<file path="config.mk">
export PLATFORM = sky130hd
export DESIGN_NAME = parcelClassify
export DESIGN_NICKNAME = d
export VERILOG_FILES = /design/src/design/predecodePkg.sv /design/src/design/instrClassify.sv /design/src/design/parcelClassify.sv
export VERILOG_INCLUDE_DIRS = /design/src /design/src/design
export SDC_FILE = /design/constraint.sdc
export NUM_CORES = 1
export LEC_CHECK = 0
export ABC_AREA = 1
export BUFFER_PORTS_ARGS = -buffer_cell sky130_fd_sc_hd__buf_2
export CAP_MARGIN = 20
export CORE_AREA = 2 2 157 159
export DETAILED_ROUTE_END_ITERATION = 7
export DIE_AREA = 0 0 159 161
export PLACE_DENSITY = 0.53
export SYNTH_ARGS = -nofsm -noshare
export SYNTH_HDL_FRONTEND = slang
export SYNTH_SLANG_ARGS = --single-unit
</file>
<file path="constraint.sdc">
create_clock -name vclk -period 1.12
set_clock_uncertainty 0.05 [all_clocks]
set_input_delay 0.112 -clock vclk [all_inputs]
set_output_delay 0.112 -clock vclk [all_outputs]
set_load 0.005 [all_outputs]
</file>
<file path="src/design/predecode_params.svh">
// counts, widths and opcode constants shared by the predecoder and its testbench
`ifndef PREDECODE_PARAMS_SVH
`define PREDECODE_PARAMS_SVH

`define PARCELS        15
`define SLOTS          12
`define JUMP_SLOTS     4
`define PARCEL_W       16
`define WINDOW_PARCELS 5
`define END_LSB        240
`define BUNDLE_W       256
`define TAIL_W         17

// long form main opcodes, instr[7:0]
`define OPC_XOR_FIRST    8'd32
`define OPC_BASIC_LAST   8'd39
`define OPC_SHIFT_FIRST  8'd40
`define OPC_SHIFT_LAST   8'd45
`define OPC_ALU_FIRST    8'd46
`define OPC_ALU_LAST     8'd53
`define OPC_LDST_FIRST   8'd64
`define OPC_LDST_LAST    8'd127
`define OPC_CJUMP_FIRST  8'd160
`define OPC_CJUMP_LAST   8'd175
`define OPC_JUMP_LONG    8'd180
`define OPC_JUMP_UNCOND  8'd181
`define OPC_CALL_IND     8'd182
`define OPC_MOV_FIRST    8'd183
`define OPC_MOV_LAST     8'd191
`define OPC_SHLADD_A     8'd210
`define OPC_SHLADD_B     8'd211
`define OPC_PTRSEC       8'd212
`define OPC_FPU          8'd240
`define OPC_SYS          8'd255

// opcode 182 selector, instr[15:13]
`define IND_JUMP 3'd0
`define IND_CALL_A 3'd1
`define IND_CALL_B 3'd2
`define IND_RET  3'd3

// short form sub-opcodes, instr[5:0]
`define SUB_BASIC_LAST 6'd31
`define SUB_ALU_LAST   6'd47
`define SUB_CJ_LAST    6'd51

`endif

</file>
<file path="src/design/predecodePkg.sv">
// types shared by the predecoder blocks and the testbench, imported where needed
`default_nettype none

`include "predecode_params.svh"

package predecodePkg;

  typedef logic [`PARCEL_W-1:0]                   parcelT;
  typedef logic [`BUNDLE_W-1:0]                   bundleT;
  typedef logic [`WINDOW_PARCELS*`PARCEL_W-1:0]   windowT;
  typedef logic [3:0]                             lenCodeT;   // inverted end markers
  typedef logic [3:0]                             parcelIdxT;
  typedef logic [`PARCELS-1:0]                    startVecT;
  typedef logic [4:0]                             slotCountT;

  // execution unit hints for one instruction
  typedef struct packed {
    logic jump;
    logic indir;
    logic alu;
    logic shift;
    logic mul;
    logic load;
    logic store;
    logic fpu;
    logic sys;
  } instrClassT;

  typedef struct packed {
    instrClassT cls;
    lenCodeT    lenCode;
    windowT     window;
    parcelIdxT  off;
  } slotT;

  // boundary scan result, one entry per parcel position
  typedef struct packed {
    startVecT                    starts;
    slotCountT                   count;
    lenCodeT [`PARCELS-1:0]      lenCodes;
    logic                        overflow;
  } scanT;

endpackage

`default_nettype wire

</file>
<file path="src/design/instrClassify.sv">
// decodes the class flags of one instruction from its first two parcels
`timescale 1ns/100ps
`default_nettype none

`include "predecode_params.svh"

module instrClassify (
  input  logic [31:0]              instr,
  input  logic                     isLong,
  output predecodePkg::instrClassT cls
);

  logic [7:0] opcMain;
  logic [5:0] opcSub;
  logic [2:0] indSel;

  assign opcMain = instr[7:0];
  assign opcSub = instr[5:0];
  assign indSel = instr[15:13];

  always_comb begin
    cls = '0;
    if (isLong) begin
      if (opcMain <= `OPC_BASIC_LAST) begin
        if (opcMain[2]) begin
          cls.mul = 1'b1;
        end else if (opcMain >= `OPC_XOR_FIRST) begin
          cls.shift = 1'b1;  // xor group
        end else begin
          cls.alu = 1'b1;
        end
      end else if (opcMain >= `OPC_SHIFT_FIRST && opcMain <= `OPC_SHIFT_LAST) begin
        cls.shift = 1'b1;
      end else if (opcMain >= `OPC_ALU_FIRST && opcMain <= `OPC_ALU_LAST) begin
        cls.alu = 1'b1;
      end else if (opcMain >= `OPC_LDST_FIRST && opcMain <= `OPC_LDST_LAST) begin
        cls.load = ~opcMain[0];
        cls.store = opcMain[0];
      end else if (opcMain >= `OPC_CJUMP_FIRST && opcMain <= `OPC_CJUMP_LAST) begin
        cls.jump = 1'b1;  // compare and branch
        cls.alu = 1'b1;
      end else if (opcMain == `OPC_JUMP_LONG || opcMain == `OPC_JUMP_UNCOND) begin
        cls.jump = 1'b1;
      end else if (opcMain == `OPC_CALL_IND) begin
        case (indSel)
          `IND_JUMP, `IND_RET: begin
            cls.jump = 1'b1;
            cls.indir = 1'b1;
          end
          `IND_CALL_A, `IND_CALL_B: begin
            cls.jump = 1'b1;
            cls.store = 1'b1;  // call pushes the return address
          end
          default: cls = '0;
        endcase
      end else if (opcMain >= `OPC_MOV_FIRST && opcMain <= `OPC_MOV_LAST) begin
        cls.alu = 1'b1;
      end else if (opcMain == `OPC_SHLADD_A || opcMain == `OPC_SHLADD_B) begin
        cls.alu = 1'b1;
      end else if (opcMain == `OPC_PTRSEC) begin
        cls.mul = 1'b1;
      end else if (opcMain == `OPC_FPU) begin
        cls.fpu = 1'b1;
      end else if (opcMain == `OPC_SYS) begin
        cls.sys = 1'b1;
      end
    end else begin
      // short forms
      if (opcSub <= `SUB_BASIC_LAST) begin
        cls.alu = ~opcSub[0];
        cls.shift = opcSub[0];
      end else if (opcSub <= `SUB_ALU_LAST) begin
        cls.alu = 1'b1;
      end else if (opcSub <= `SUB_CJ_LAST) begin
        cls.jump = 1'b1;
      end else begin
        cls.fpu = 1'b1;
        cls.alu = 1'b1;
      end
    end
  end

endmodule

`default_nettype wire

</file>
<file path="src/design/parcelClassify.sv">
// classifies every parcel position as a possible instruction start for the slot packer
`timescale 1ns/100ps
`default_nettype none

`include "predecode_params.svh"

module parcelClassify (
  input  predecodePkg::bundleT                    bundle,
  input  logic [`TAIL_W-1:0]                      btail,
  output predecodePkg::instrClassT [`PARCELS-1:0] classes
);

  import predecodePkg::*;

  parcelT [`PARCELS:0] parcels;  // parcels 0..15 with the tail last
  logic   [`PARCELS-1:0] ends;

  assign parcels = {btail[`PARCEL_W-1:0], bundle[`END_LSB-1:0]};
  assign ends = bundle[`BUNDLE_W-2:`END_LSB];

  for (genvar k = 0; k < `PARCELS; k++) begin : genCls
    instrClassify uClassify (
      .instr  (parcels[k +: 2]),
      .isLong (~ends[k]),  // more parcels follow without an end marker
      .cls    (classes[k])
    );
  end

endmodule

`default_nettype wire

</file>
==> results <==
- The run finished, with violations left.
- The checks that failed: setup timing.
- The number of antenna violations at the first check in global routing came to 0.
- The post-route fraction of the period consumed by the critical path is 1.187.
- Along the worst path, the maximum fanout reaches 4.
- Timing would allow up to roughly 750 MHz.
- The worst-case setup margin in the final layout is -0.2093 ns.
- The number of placed instances, taps included, is 2118.
- met2 is the most crowded layer.
- Synthesis produced a netlist whose cell count is about 1300.
- Of the synthesized area, sequential elements account for 0.
- The first global-routing pass estimated approximately 47 mm of wire.
- Dividing total power by cell area gives a power density of between 300 and 400 nW/um^2.
- The total overflow left after global routing is 0.
- Leaving out fill and tap cells, the most frequent cells in the layout are sky130_fd_sc_hd__buf_4 (261), sky130_fd_sc_hd__nand2_1 (247), sky130_fd_sc_hd__buf_2 (207), sky130_fd_sc_hd__nor2_1 (107), sky130_fd_sc_hd__inv_1 (102).
- The HPWL after detailed placement is roughly 22 mm.
- The transition time at the pin with the least slew margin is 0.3111 ns.
- The final route contains 10956 vias.
- The highest ir drop seen on vdd is 211.9 uV.
- STA classifies the critical path endpoint as a primary output.
- The first routing iteration left ~700 violations.
- In the global route stage, met2 resource usage came out at 0.3907.
- The max-capacitance violation count is 0.
- Relative to the synthesized area, the layout overhead comes to 150.2%.
- The number of clock buffers in the layout is 0.
- The post-detailed-routing wire length is roughly 33 mm.
- The number of max-slew violations in the final report came to 0.
- At the worst endpoint, the required time is roughly 0.96 ns.
- The effective utilization at floorplan is 0.2338.
- For this run, global-route usage on met1 was measured as 0.2574.
- Setup repair after global routing could not meet its margin everywhere.
- For the finished layout, the period the worst path requires is 1.329 ns.
- The average wire per standard cell is ~15 um.
- Of the cells placed in the final design, the portion with a size suffix greater than 1 is 0.6313.
- The cell type with the largest total area after synthesis is sky130_fd_sc_hd__nand2_1.
- The die boundary width is approximately 160 um.
- The global-route total usage across every layer is 0.2066.
- Entering global routing, the biggest net connects 12 pins.
- After filler insertion, the fill cell instance count of the layout stands at roughly 2000.
- The final estimated routing congestion in global placement is 0.9160.
- The multi-input combinational cells in the finished layout cover a total of between 7000 and 8000 um^2.
- The netlist uses 39 different library cells.
- The hold violation total from the final report is 0.
- The count of sequential standard cells is 0.
- Of the post-synthesis cell area, the dominant cell type holds 0.2512.
- The first-pass detailed-route iteration total is 6.
- The count of nets left with antenna violations after detail routing is 0.
- By startpoint and endpoint, the worst setup path is classified as in -> out.
- The area taken by flip-flops and latches is 0 um^2.
- Summing every instance area after synthesis gives between 5000 and 6000 um^2.
- The number of remaining DRC errors is 0.
- The number of antenna diodes is 0.
- After synthesis, the cell types taking the most area are sky130_fd_sc_hd__nand2_1 (25%), sky130_fd_sc_hd__nor2_1 (15%), sky130_fd_sc_hd__nand3_1 (13%).
- The remaining max-slew budget at the tightest pin is 0.7926.
- The total power after layout is around 4800 uW.
- The core region is 23960 um^2.
- just over 400 I/O pins were placed.
- At the end of the flow, the number of nets in the layout was 2133.
- The count of synthesis-stage warnings from yosys is 0.
- In the global route stage, met3 resource usage came out at 0.01592.
- The via count of the first global-routing pass came to about 10000.
- The non-filler instance count after layout is around 2200.
- The worst setup path is launched from a primary input.
- Leaving out fill and tap cells, the most frequent cell in the layout is sky130_fd_sc_hd__buf_4.
- The leakage power of the design is 0.006940 uW.
- At the worst endpoint, the arrival time is roughly 1.2 ns.
- The vertical die dimension is ~160 um.
- In the routed layout, each cell is associated on average with a via count of around 5.
- The number of rows created at floorplan is 57.
- When the netlist entered floorplanning its net count stood at 1523.
- The min-delay analysis places its worst path in the category in -> out.
- The average instance in the mapped netlist occupies about 4.5 um^2.
- Input and output buffers added on the ports amount to about 320.
- Setup violations remaining at the end of the flow were counted as 81.
- The die covers 25600 um^2.
[cell type report]
class	instances	area share
multi-input cells	1040	0.5318
repair buffers	619	0.3686
inverters	199	0.07068
well taps	324	0.02891
[synthesized netlist by cell type (all sizes together)]
master / count
xor2: 2
nor4: 12
o2111ai: 3
nor3: 64
nand2: 386
nand4: 36
nand3b: 5
a21boi: 1
or2: 4
nor2: 231
a21oi: 42
a211oi: 6
and2: 1
buf: 2
xnor2: 6
o22ai: 1
o221ai: 1
nand3: 146
inv: 198
o41ai: 5
clkinv: 1
o21bai: 1
o21ai: 72
o211ai: 4
o31ai: 5
a41oi: 2
a31oi: 4
clkbuf: 9
[layer usage]
metal | vias to the layer above | share of wire
li1 | 5331 | -
met1 | 5086 | 0.39
met4 | 0 | 0.029
met5 | - | 0
met3 | 79 | 0.053
met2 | 460 | 0.53
[report_power, final]
part | internal (uW) | switching (uW) | total (uW) | leakage, uW
registers | 0 | 0 | 0 | 0
logic | 2260 | 2530 | 4790 | 0.00694
clock network | 0 | 0 | 0 | 0
[critical path, cell delays in order]
cell and delay, ns:
sky130_fd_sc_hd__buf_8 0.11, sky130_fd_sc_hd__nand2_4 0.07, sky130_fd_sc_hd__inv_2 0.04, sky130_fd_sc_hd__buf_4 0.14
sky130_fd_sc_hd__a21oi_4 0.19, sky130_fd_sc_hd__nand2_4 0.08, sky130_fd_sc_hd__nand2_4 0.08, sky130_fd_sc_hd__a21oi_2 0.04
sky130_fd_sc_hd__nor2_1 0.16, sky130_fd_sc_hd__buf_2 0.14
[path summary, 6_finish.rpt]
check	cells after the start	to	from	slack, ns
worst min-delay path	3	classes[16]	bundle[31]	0.43
worst max-delay path	10	classes[50]	bundle[81]	-0.21
[logic make-up after synthesis]
| logic type | after synthesis | synth area share |
|---|---|---|
| AOI/OAI and AO/OA | 147 | 0.1501 |
| xor gates and xnor gates | 8 | 0.01251 |
| buffers and inverters | 210 | 0.1418 |
| and+or+nand+nor | 885 | 0.6956 |
[per-stage QoR]
stage	setup TNS (ns)	setup slack, ns	hold slack (ns)	utilization	area [um^2]
6_report	-6.788	-0.2093	0.4338	0.5851	14020
2_1_floorplan	0	0.06685	0.1975	-	5603
4_1_cts	-4.067	-0.1817	0.4273	0.4948	11860
3_5_place_dp	-14.55	-0.3376	0.4261	0.3897	9339
3_3_place_gp	-13.91	-0.3363	0.4300	0.3897	9339
5_1_grt	-12.65	-0.2498	0.4528	0.5851	14020
[repair_timing]
| action | in CTS | in global routing |
|---|---|---|
| buffers inserted | 42 | 28 |
| hold endpoints to repair | 0 | 0 |
| setup endpoints to repair | 113 | 117 |
| pin swaps | 220 | 244 |
| hold buffers | 0 | 0 |
| resized for setup | 685 | 517 |
(Power assumes the default switching activity.)
