**src/design/predecode_params.svh**
```systemverilog
// counts, widths and opcode constants shared by the predecoder and its testbench
`ifndef PREDECODE_PARAMS_SVH
`define PREDECODE_PARAMS_SVH

`define PARCELS        15
`define SLOTS          12
`define JUMP_SLOTS     4
`define PARCEL_W       16
`define WINDOW_PARCELS 5
`define END_LSB        240
`define BUNDLE_W       256
`define TAIL_W         17

// long form main opcodes, instr[7:0]
`define OPC_XOR_FIRST    8'd32
`define OPC_BASIC_LAST   8'd39
`define OPC_SHIFT_FIRST  8'd40
`define OPC_SHIFT_LAST   8'd45
`define OPC_ALU_FIRST    8'd46
`define OPC_ALU_LAST     8'd53
`define OPC_LDST_FIRST   8'd64
`define OPC_LDST_LAST    8'd127
`define OPC_CJUMP_FIRST  8'd160
`define OPC_CJUMP_LAST   8'd175
`define OPC_JUMP_LONG    8'd180
`define OPC_JUMP_UNCOND  8'd181
`define OPC_CALL_IND     8'd182
`define OPC_MOV_FIRST    8'd183
`define OPC_MOV_LAST     8'd191
`define OPC_SHLADD_A     8'd210
`define OPC_SHLADD_B     8'd211
`define OPC_PTRSEC       8'd212
`define OPC_FPU          8'd240
`define OPC_SYS          8'd255

// opcode 182 selector, instr[15:13]
`define IND_JUMP 3'd0
`define IND_CALL_A 3'd1
`define IND_CALL_B 3'd2
`define IND_RET  3'd3

// short form sub-opcodes, instr[5:0]
`define SUB_BASIC_LAST 6'd31
`define SUB_ALU_LAST   6'd47
`define SUB_CJ_LAST    6'd51

`endif

```
**src/design/predecodePkg.sv**
```systemverilog
// types shared by the predecoder blocks and the testbench, imported where needed
`default_nettype none

`include "predecode_params.svh"

package predecodePkg;

  typedef logic [`PARCEL_W-1:0]                   parcelT;
  typedef logic [`BUNDLE_W-1:0]                   bundleT;
  typedef logic [`WINDOW_PARCELS*`PARCEL_W-1:0]   windowT;
  typedef logic [3:0]                             lenCodeT;   // inverted end markers
  typedef logic [3:0]                             parcelIdxT;
  typedef logic [`PARCELS-1:0]                    startVecT;
  typedef logic [4:0]                             slotCountT;

  // execution unit hints for one instruction
  typedef struct packed {
    logic jump;
    logic indir;
    logic alu;
    logic shift;
    logic mul;
    logic load;
    logic store;
    logic fpu;
    logic sys;
  } instrClassT;

  typedef struct packed {
    instrClassT cls;
    lenCodeT    lenCode;
    windowT     window;
    parcelIdxT  off;
  } slotT;

  // boundary scan result, one entry per parcel position
  typedef struct packed {
    startVecT                    starts;
    slotCountT                   count;
    lenCodeT [`PARCELS-1:0]      lenCodes;
    logic                        overflow;
  } scanT;

endpackage

`default_nettype wire

```
**src/design/boundaryScan.sv**
```systemverilog
// finds and counts the instruction starts of a fetch bundle for the slot packer
`timescale 1ns/100ps
`default_nettype none

`include "predecode_params.svh"

module boundaryScan (
  input  predecodePkg::bundleT    bundle,
  input  logic [`TAIL_W-1:0]      btail,
  input  predecodePkg::parcelIdxT startOff,
  output predecodePkg::scanT      scan
);

  import predecodePkg::*;

  logic [`PARCELS+2:0] ends;     // end markers padded with zeros past the tail
  logic [`PARCELS-1:0] prevEnd;  // end marker of the parcel before

  assign ends = {2'b00, btail[`TAIL_W-1], bundle[`BUNDLE_W-2:`END_LSB]};
  assign prevEnd = {ends[`PARCELS-2:0], 1'b1};  // parcel 0 always follows a boundary

  always_comb begin
    slotCountT cnt;

    cnt = '0;
    scan = '0;
    for (int k = 0; k < `PARCELS; k++) begin
      scan.starts[k] = (k >= startOff) && prevEnd[k];
      scan.lenCodes[k] = ~ends[k +: 4];
      if (scan.starts[k]) begin
        cnt = cnt + 5'd1;
      end
    end
    scan.count = cnt;
    // too many starts for the slots or nothing left to decode
    scan.overflow = (cnt > `SLOTS) || (startOff == `PARCELS);
  end

endmodule

`default_nettype wire

```
**config.mk**
```make
export PLATFORM = sky130hd
export DESIGN_NAME = boundaryScan
export DESIGN_NICKNAME = d
export VERILOG_FILES = /design/src/design/predecodePkg.sv /design/src/design/boundaryScan.sv
export VERILOG_INCLUDE_DIRS = /design/src /design/src/design
export SDC_FILE = /design/constraint.sdc
export NUM_CORES = 1
export LEC_CHECK = 0
export ABC_AREA = 1
export BUFFER_PORTS_ARGS = -buffer_cell sky130_fd_sc_hd__buf_2
export CORE_AREA = 2 2 138 140
export DETAILED_ROUTE_END_ITERATION = 8
export DIE_AREA = 0 0 140 142
export SLEW_MARGIN = 20
export SYNTH_ARGS = -nofsm -noshare
export SYNTH_HDL_FRONTEND = slang
export SYNTH_SLANG_ARGS = --single-unit
```
**constraint.sdc**
```tcl
create_clock -name vclk -period 29.2
set_clock_uncertainty 0.15 [all_clocks]
set_input_delay 4.38 -clock vclk [all_inputs]
set_output_delay 4.38 -clock vclk [all_outputs]
set_load 0.02 [all_outputs]
```
==> summary.txt, run 1 <==
Route
  – Routed vias/inst: 3.66
  – Drt drc: 4
  – Antenna viol nets, final: 0
  – Wire per inst: 9.72 µm
  – Via count: 2786
  – Starting DRT DRC Count: 112
  – Final WL: 7400 µm
  – DRT Pass-1 Iters: 8

Finish
  – Final std cells w/o fill: 761
  – Fin nets: 821
  – Layout cells sized above 1: between 20% and 30%
  – FFs & Latches: 0
  – Number of clock buffers in the layout: 0
  – Filler Cells Inserted: 2166
  – Register area: 0 µm²
  – Layout overhead on the synthesized area: 19.3%

Placed design
  – Hpwl dp: between 6000 and 7000 µm
  – Placed Cells: 760
  – Port bufs: 98
  – RePlAce Congestion: 0.788

Clocking
  – PostCTS Resize Cnt: 0
  – Post-CTS Setup Bufs: 0
  – Hold bufs inserted after CTS: 0

Status
  – Violated checks: design-rule violations
  – Status: finished, violations left

Power and ir drop
  – Power Density: 24.4 nW/µm²
  – Pleak: about 1.9 nW
  – Worst VDD drop: between 8 and 9 µV

GRT
  – Gr usage total: approximately 7.3%
  – Vias in the first global route: 2469
  – Remaining global-route overflow: 0
  – Initial antenna violation count: 2
  – Largest net degree at the start of global routing: 10
  – First-pass GRT wire length: about 12000 µm

Yosys
  – Cell Area, Synth: 2400 µm²
  – Synth cell types: 26
  – Synth top area share: 20.4%
  – Cells after Synth: 470
  – Area contributors post-synth: nand2_1 20%, inv_1 16%, buf_4 14%, nand3_1 12%, ha_1 8.3%
  – Area leader, netlist: nand2_1
  – Warnings from Yosys: 0
  – Mean post-synth cell area: 5.12 µm²
  – Sequential area share after synthesis: 0%

Floorplanning
  – Cell Rows: 50
  – Die Ht: 142 µm
  – Die width: roughly 140 µm
  – Die ar.: slightly below 20000 µm²
  – Core Area: between 15000 and 20000 µm²
  – Initial core utilization: 13.0%
  – Top-level I/O count: 358

Setup path
  – Peak per-stage delay on the critical path: between 300 and 400 ps
  – Critical path startpoint: startOff[3]
  – Crit start category: primary input
  – CP Capture Type: primary output
  – Slowest-stage cell, CP: nor3_1
  – Worst Path Required: 24670 ps
  – CP delay by family, top: simple AND/OR/NAND/NOR gates
  – WS Path Type: in -> out
  – Data arrival time of the worst path: 12710 ps
  – Bufs and invs on worst path: 9
  – Max FO, Critical Path: 7

STA
  – Post-Route Setup TNS: 0 ps
  – RSZ-0062 raised after global routing: no
  – Slew HR: between 30% and 40%
  – Period utilization: 59.0%
  – Endpoints failing setup: 0
  – Tightest Pin Transition: about 960 ps
  – Min Tclk post-route: 17240 ps
  – Max Slew Vio Count: 0
  – Maximum clock frequency: between 50 and 60 MHz
  – Final Hold Viols: 0

Run
  – Max-cap viol count: 0

Worst hold path
  – Hold Startpoint: btail[16]
  – Worst hold path class: in -> out
[routing by layer]
metal	global-route usage [%]	wire length, µm	share of wire (%)	up-vias
met2	12.4	3020	41	100
met3	0.808	486	6.6	4
met1	10.3	3820	52	1183
li1	-	-	-	1499
met5	0	0	0	-
met4	0.585	68	0.92	0
[path summary, 6_finish.rpt]
kind	end	slack (ps)	cells past startpoint
worst min-delay path	scan[55]	8890	3
worst max-delay path	scan[0]	11960	48
[cell families (layout without fill, tap and decap cells)]
kind of cell | after synthesis | count (layout) | synth area share [%]
other | 1 | 4 | 0.156
adders and majority gates | 16 | 16 | 8.32
and+or+nand+nor | 283 | 283 | 56.3
AOI/OAI and AO/OA | 22 | 22 | 5.26
buffers and inverters | 148 | 202 | 30.0
[cell type report]
cell class | count | area [µm²] | area share [%]
Tap cell | 234 | 293 | 10.2
Timing Repair Buffer | 98 | 490 | 17.1
Inverter | 104 | 390 | 13.6
Antenna cell | 1 | 2.50 | 0.0873
Multi-Input combinational cell | 324 | 1690 | 59.0
[cell usage in the layout (no fill, tap or decap)]
cell / instances
diode_2: 1
o21bai_1: 1
o211ai_1: 1
a21oi_1: 5
ha_1: 16
a211oi_1: 1
nand2_1: 131
or2_2: 6
nand3_2: 11
o21ai_0: 10
nor3b_1: 1
nand2_2: 21
nor2_8: 1
nor2_4: 1
nand2_4: 3
nand3_1: 60
nor2_2: 5
nand4_1: 3
nor3_1: 2
buf_2: 98
inv_1: 100
inv_2: 4
o31ai_1: 3
conb_1: 3
nor2_1: 36
a31oi_1: 1
nand3b_1: 2
[synthesized netlist by cell type, drive strengths merged]
master and number:
nand2 155, inv 104, nand3 71, buf 44, nor2 43, ha 16
o21ai 10, or2 6, a21oi 5, nand4 3, o31ai 3, nand3b 2
nor3 2, a211oi 1, a31oi 1, conb 1, nor3b 1, o211ai 1
o21bai 1
[per-stage QoR]
stage | worst slack, ps | hold WS, ps | cell area [µm²] | total power [mW] | utilization (%)
5_1_grt | 10960 | 8910 | 2870 | 0.0805 | 15.5
3_3_place_gp | 11900 | 8900 | 2870 | 0.0700 | 15.5
4_1_cts | 11830 | 8900 | 2870 | 0.0711 | 15.5
6_report | 11960 | 8890 | 2870 | 0.0701 | 15.5
2_1_floorplan | 12610 | 8690 | 2410 | 0.0557 | -
3_5_place_dp | 11860 | 8900 | 2870 | 0.0708 | 15.5
[power breakdown]
| group | switching [mW] | total, mW | internal [mW] |
|---|---|---|---|
| sequential | 0 | 0 | 0 |
| clock | 0 | 0.00000000462 | 0.00000000461 |
| combinational | 0.0478 | 0.0701 | 0.0223 |
| total | 0.0478 | 0.0701 | 0.0223 |
Note: power is estimated with default switching activity, not from simulation.
==> inputs of run 2 (changes only) <==
CORE_AREA = 2 2 140 142   (was 2 2 138 140)
DIE_AREA = 0 0 142 144   (was 0 0 140 142)
clock period = 14.1 ns   (was 29.2 ns; I/O delays follow)
==> summary.txt, run 2 (synthesized netlist as in run 1, its figures left out) <==
GRT
  – Vias in the first global route: 2408 (was 2469)
  – Gr usage total: 6.95% (was 7.29%)
  – Initial antenna violation count: 5 (was 2)
  – Largest net degree at the start of global routing: 10 (unchanged)
  – Remaining global-route overflow: 0 (unchanged)
  – First-pass GRT wire length: 11500 µm (was 11900 µm)

Route
  – Drt drc: 0 (was 4)
  – Routed vias/inst: 3.60 (was 3.66)
  – Wire per inst: 9.55 µm (was 9.72 µm)
  – Via count: 2758 (was 2786)
  – Antenna viol nets, final: 0 (unchanged)
  – DRT Pass-1 Iters: 7 (was 8)
  – Final WL: 7330 µm (was 7400 µm)
  – Starting DRT DRC Count: 58 (was 112)

Power and ir drop
  – Worst VDD drop: 16.6 µV (was 8.27 µV)
  – Pleak: 1.86 nW (about the same)
  – Final Total Pwr: 0.145 mW (was 0.0701 mW)
  – Power Density: 50.4 nW/µm² (was 24.4 nW/µm²)

Clocking
  – Post-CTS Setup Bufs: 0 (unchanged)
  – Hold bufs inserted after CTS: 0 (unchanged)
  – PostCTS Resize Cnt: 0 (unchanged)

Finish
  – Most frequent cells in the layout: 131 x nand2_1, 100 x inv_1, 98 x buf_2 (unchanged)
  – Final core occ: 15.1% (was 15.5%)
  – Layout cells sized above 1: 28.5% (unchanged)
  – Layout overhead on the synthesized area: 19.7% (was 19.3%)
  – Most common cell after layout, fill and taps aside: nand2_1 (unchanged)
  – Final std cells w/o fill: 767 (was 761)
  – Register area: 0 µm² (unchanged)
  – FFs & Latches: 0 (unchanged)
  – Number of clock buffers in the layout: 0 (unchanged)
  – Fin nets: 821 (unchanged)

STA
  – Slew HR: 35.3% (was 35.9%)
  – RSZ-0062 raised after global routing: no (unchanged)
  – Tightest Pin Transition: 964 ps (was 956 ps)
  – Max Slew Vio Count: 0 (unchanged)
  – Period utilization: 89.6%
  – Post-Route Setup TNS: 0 ps (unchanged)
  – Endpoints failing setup: 0 (unchanged)
  – Min Tclk post-route: 12630 ps
  – Final Hold Viols: 0 (unchanged)
  – Final hold slack: 4360 ps (was 8890 ps)
  – Maximum clock frequency: 79.2 MHz

Floorplanning
  – Initial core utilization: 12.6% (was 13.0%)
  – Core Area: 19100 µm² (was 18500 µm²)
  – Cell Rows: 51 (was 50)
  – Top-level I/O count: 358 (unchanged)
  – Die Ht: 144 µm (was 142 µm)
  – Die width: 142 µm (was 140 µm)
  – Die ar.: 20400 µm² (was 19900 µm²)

Setup path
  – CP delay by family, top: simple AND/OR/NAND/NOR gates (unchanged)
  – Worst Path Required: 11840 ps (was 24670 ps)
  – Bufs and invs on worst path: 9 (unchanged)
  – Worst path depth: 48 (unchanged)
  – Slowest-stage cell, CP: o21ai_0 (was nor3_1)
  – CP Capture Type: primary output (unchanged)
  – Max FO, Critical Path: 7 (unchanged)
  – Crit start category: primary input (unchanged)
  – Data arrival time of the worst path: 10370 ps (was 12710 ps)
  – WS Path Type: in -> out (unchanged)
  – Peak per-stage delay on the critical path: 350 ps (was 390 ps)

Placed design
  – RePlAce Congestion: 0.802 (was 0.788)
  – Hpwl dp: 6710 µm (was 6830 µm)
  – Placed Cells: 764 (was 760)
  – Port bufs: 98 (unchanged)

Run
  – Max-cap viol count: 0 (unchanged)

Worst hold path
  – Hold path depth: 3 (unchanged)
  – Worst hold path class: in -> out (unchanged)

Status
  – Status: finished, final reports clean (was finished, violations left)
==> run 2: cell count changes in the layout (fill, tap and decap cells not counted), sizes merged <==
| cell | change |
|---|---|
| diode | +2 |
==> run 2: area by class of cell <==
cell class | instances | area (µm²)
fillers | 2208 | 16200
multi-input cells | 324 | 1690
repair buffers | 98 | 490
inverters | 104 | 390
well taps | 238 | 298
diodes | 3 | 7.51
==> run 2: routing by layer <==
layer	track usage, %	vias up	wire (µm)
met5	0	-	0
met4	0	0	0
met3	1.82	0	584
met2	11.9	96	3000
met1	9.33	1154	3740
li1	-	1508	-
==> run 2: metrics by stage <==
| step | area (µm²) | setup WS (ps) |
|---|---|---|
| 6_report | 2880 | 1470 |
| 5_1_grt | 2870 | 526 |
| 4_1_cts | 2870 | 1290 |
| 3_5_place_dp | 2870 | 1300 |
| 3_3_place_gp | 2870 | 1410 |
| 2_1_floorplan | 2410 | 2040 |
==> run 2: power breakdown <==
part           internal [mW]  switching [mW]    total (mW)
clock           0.0000000287               0  0.0000000288
combinational         0.0461          0.0989         0.145
sequential                 0               0             0
==> run 2: final timing paths <==
| kind | start | to | slack, ps |
|---|---|---|---|
| max | startOff[3] | scan[0] | 1470 |
| min | bundle[240] | scan[1] | 4360 |
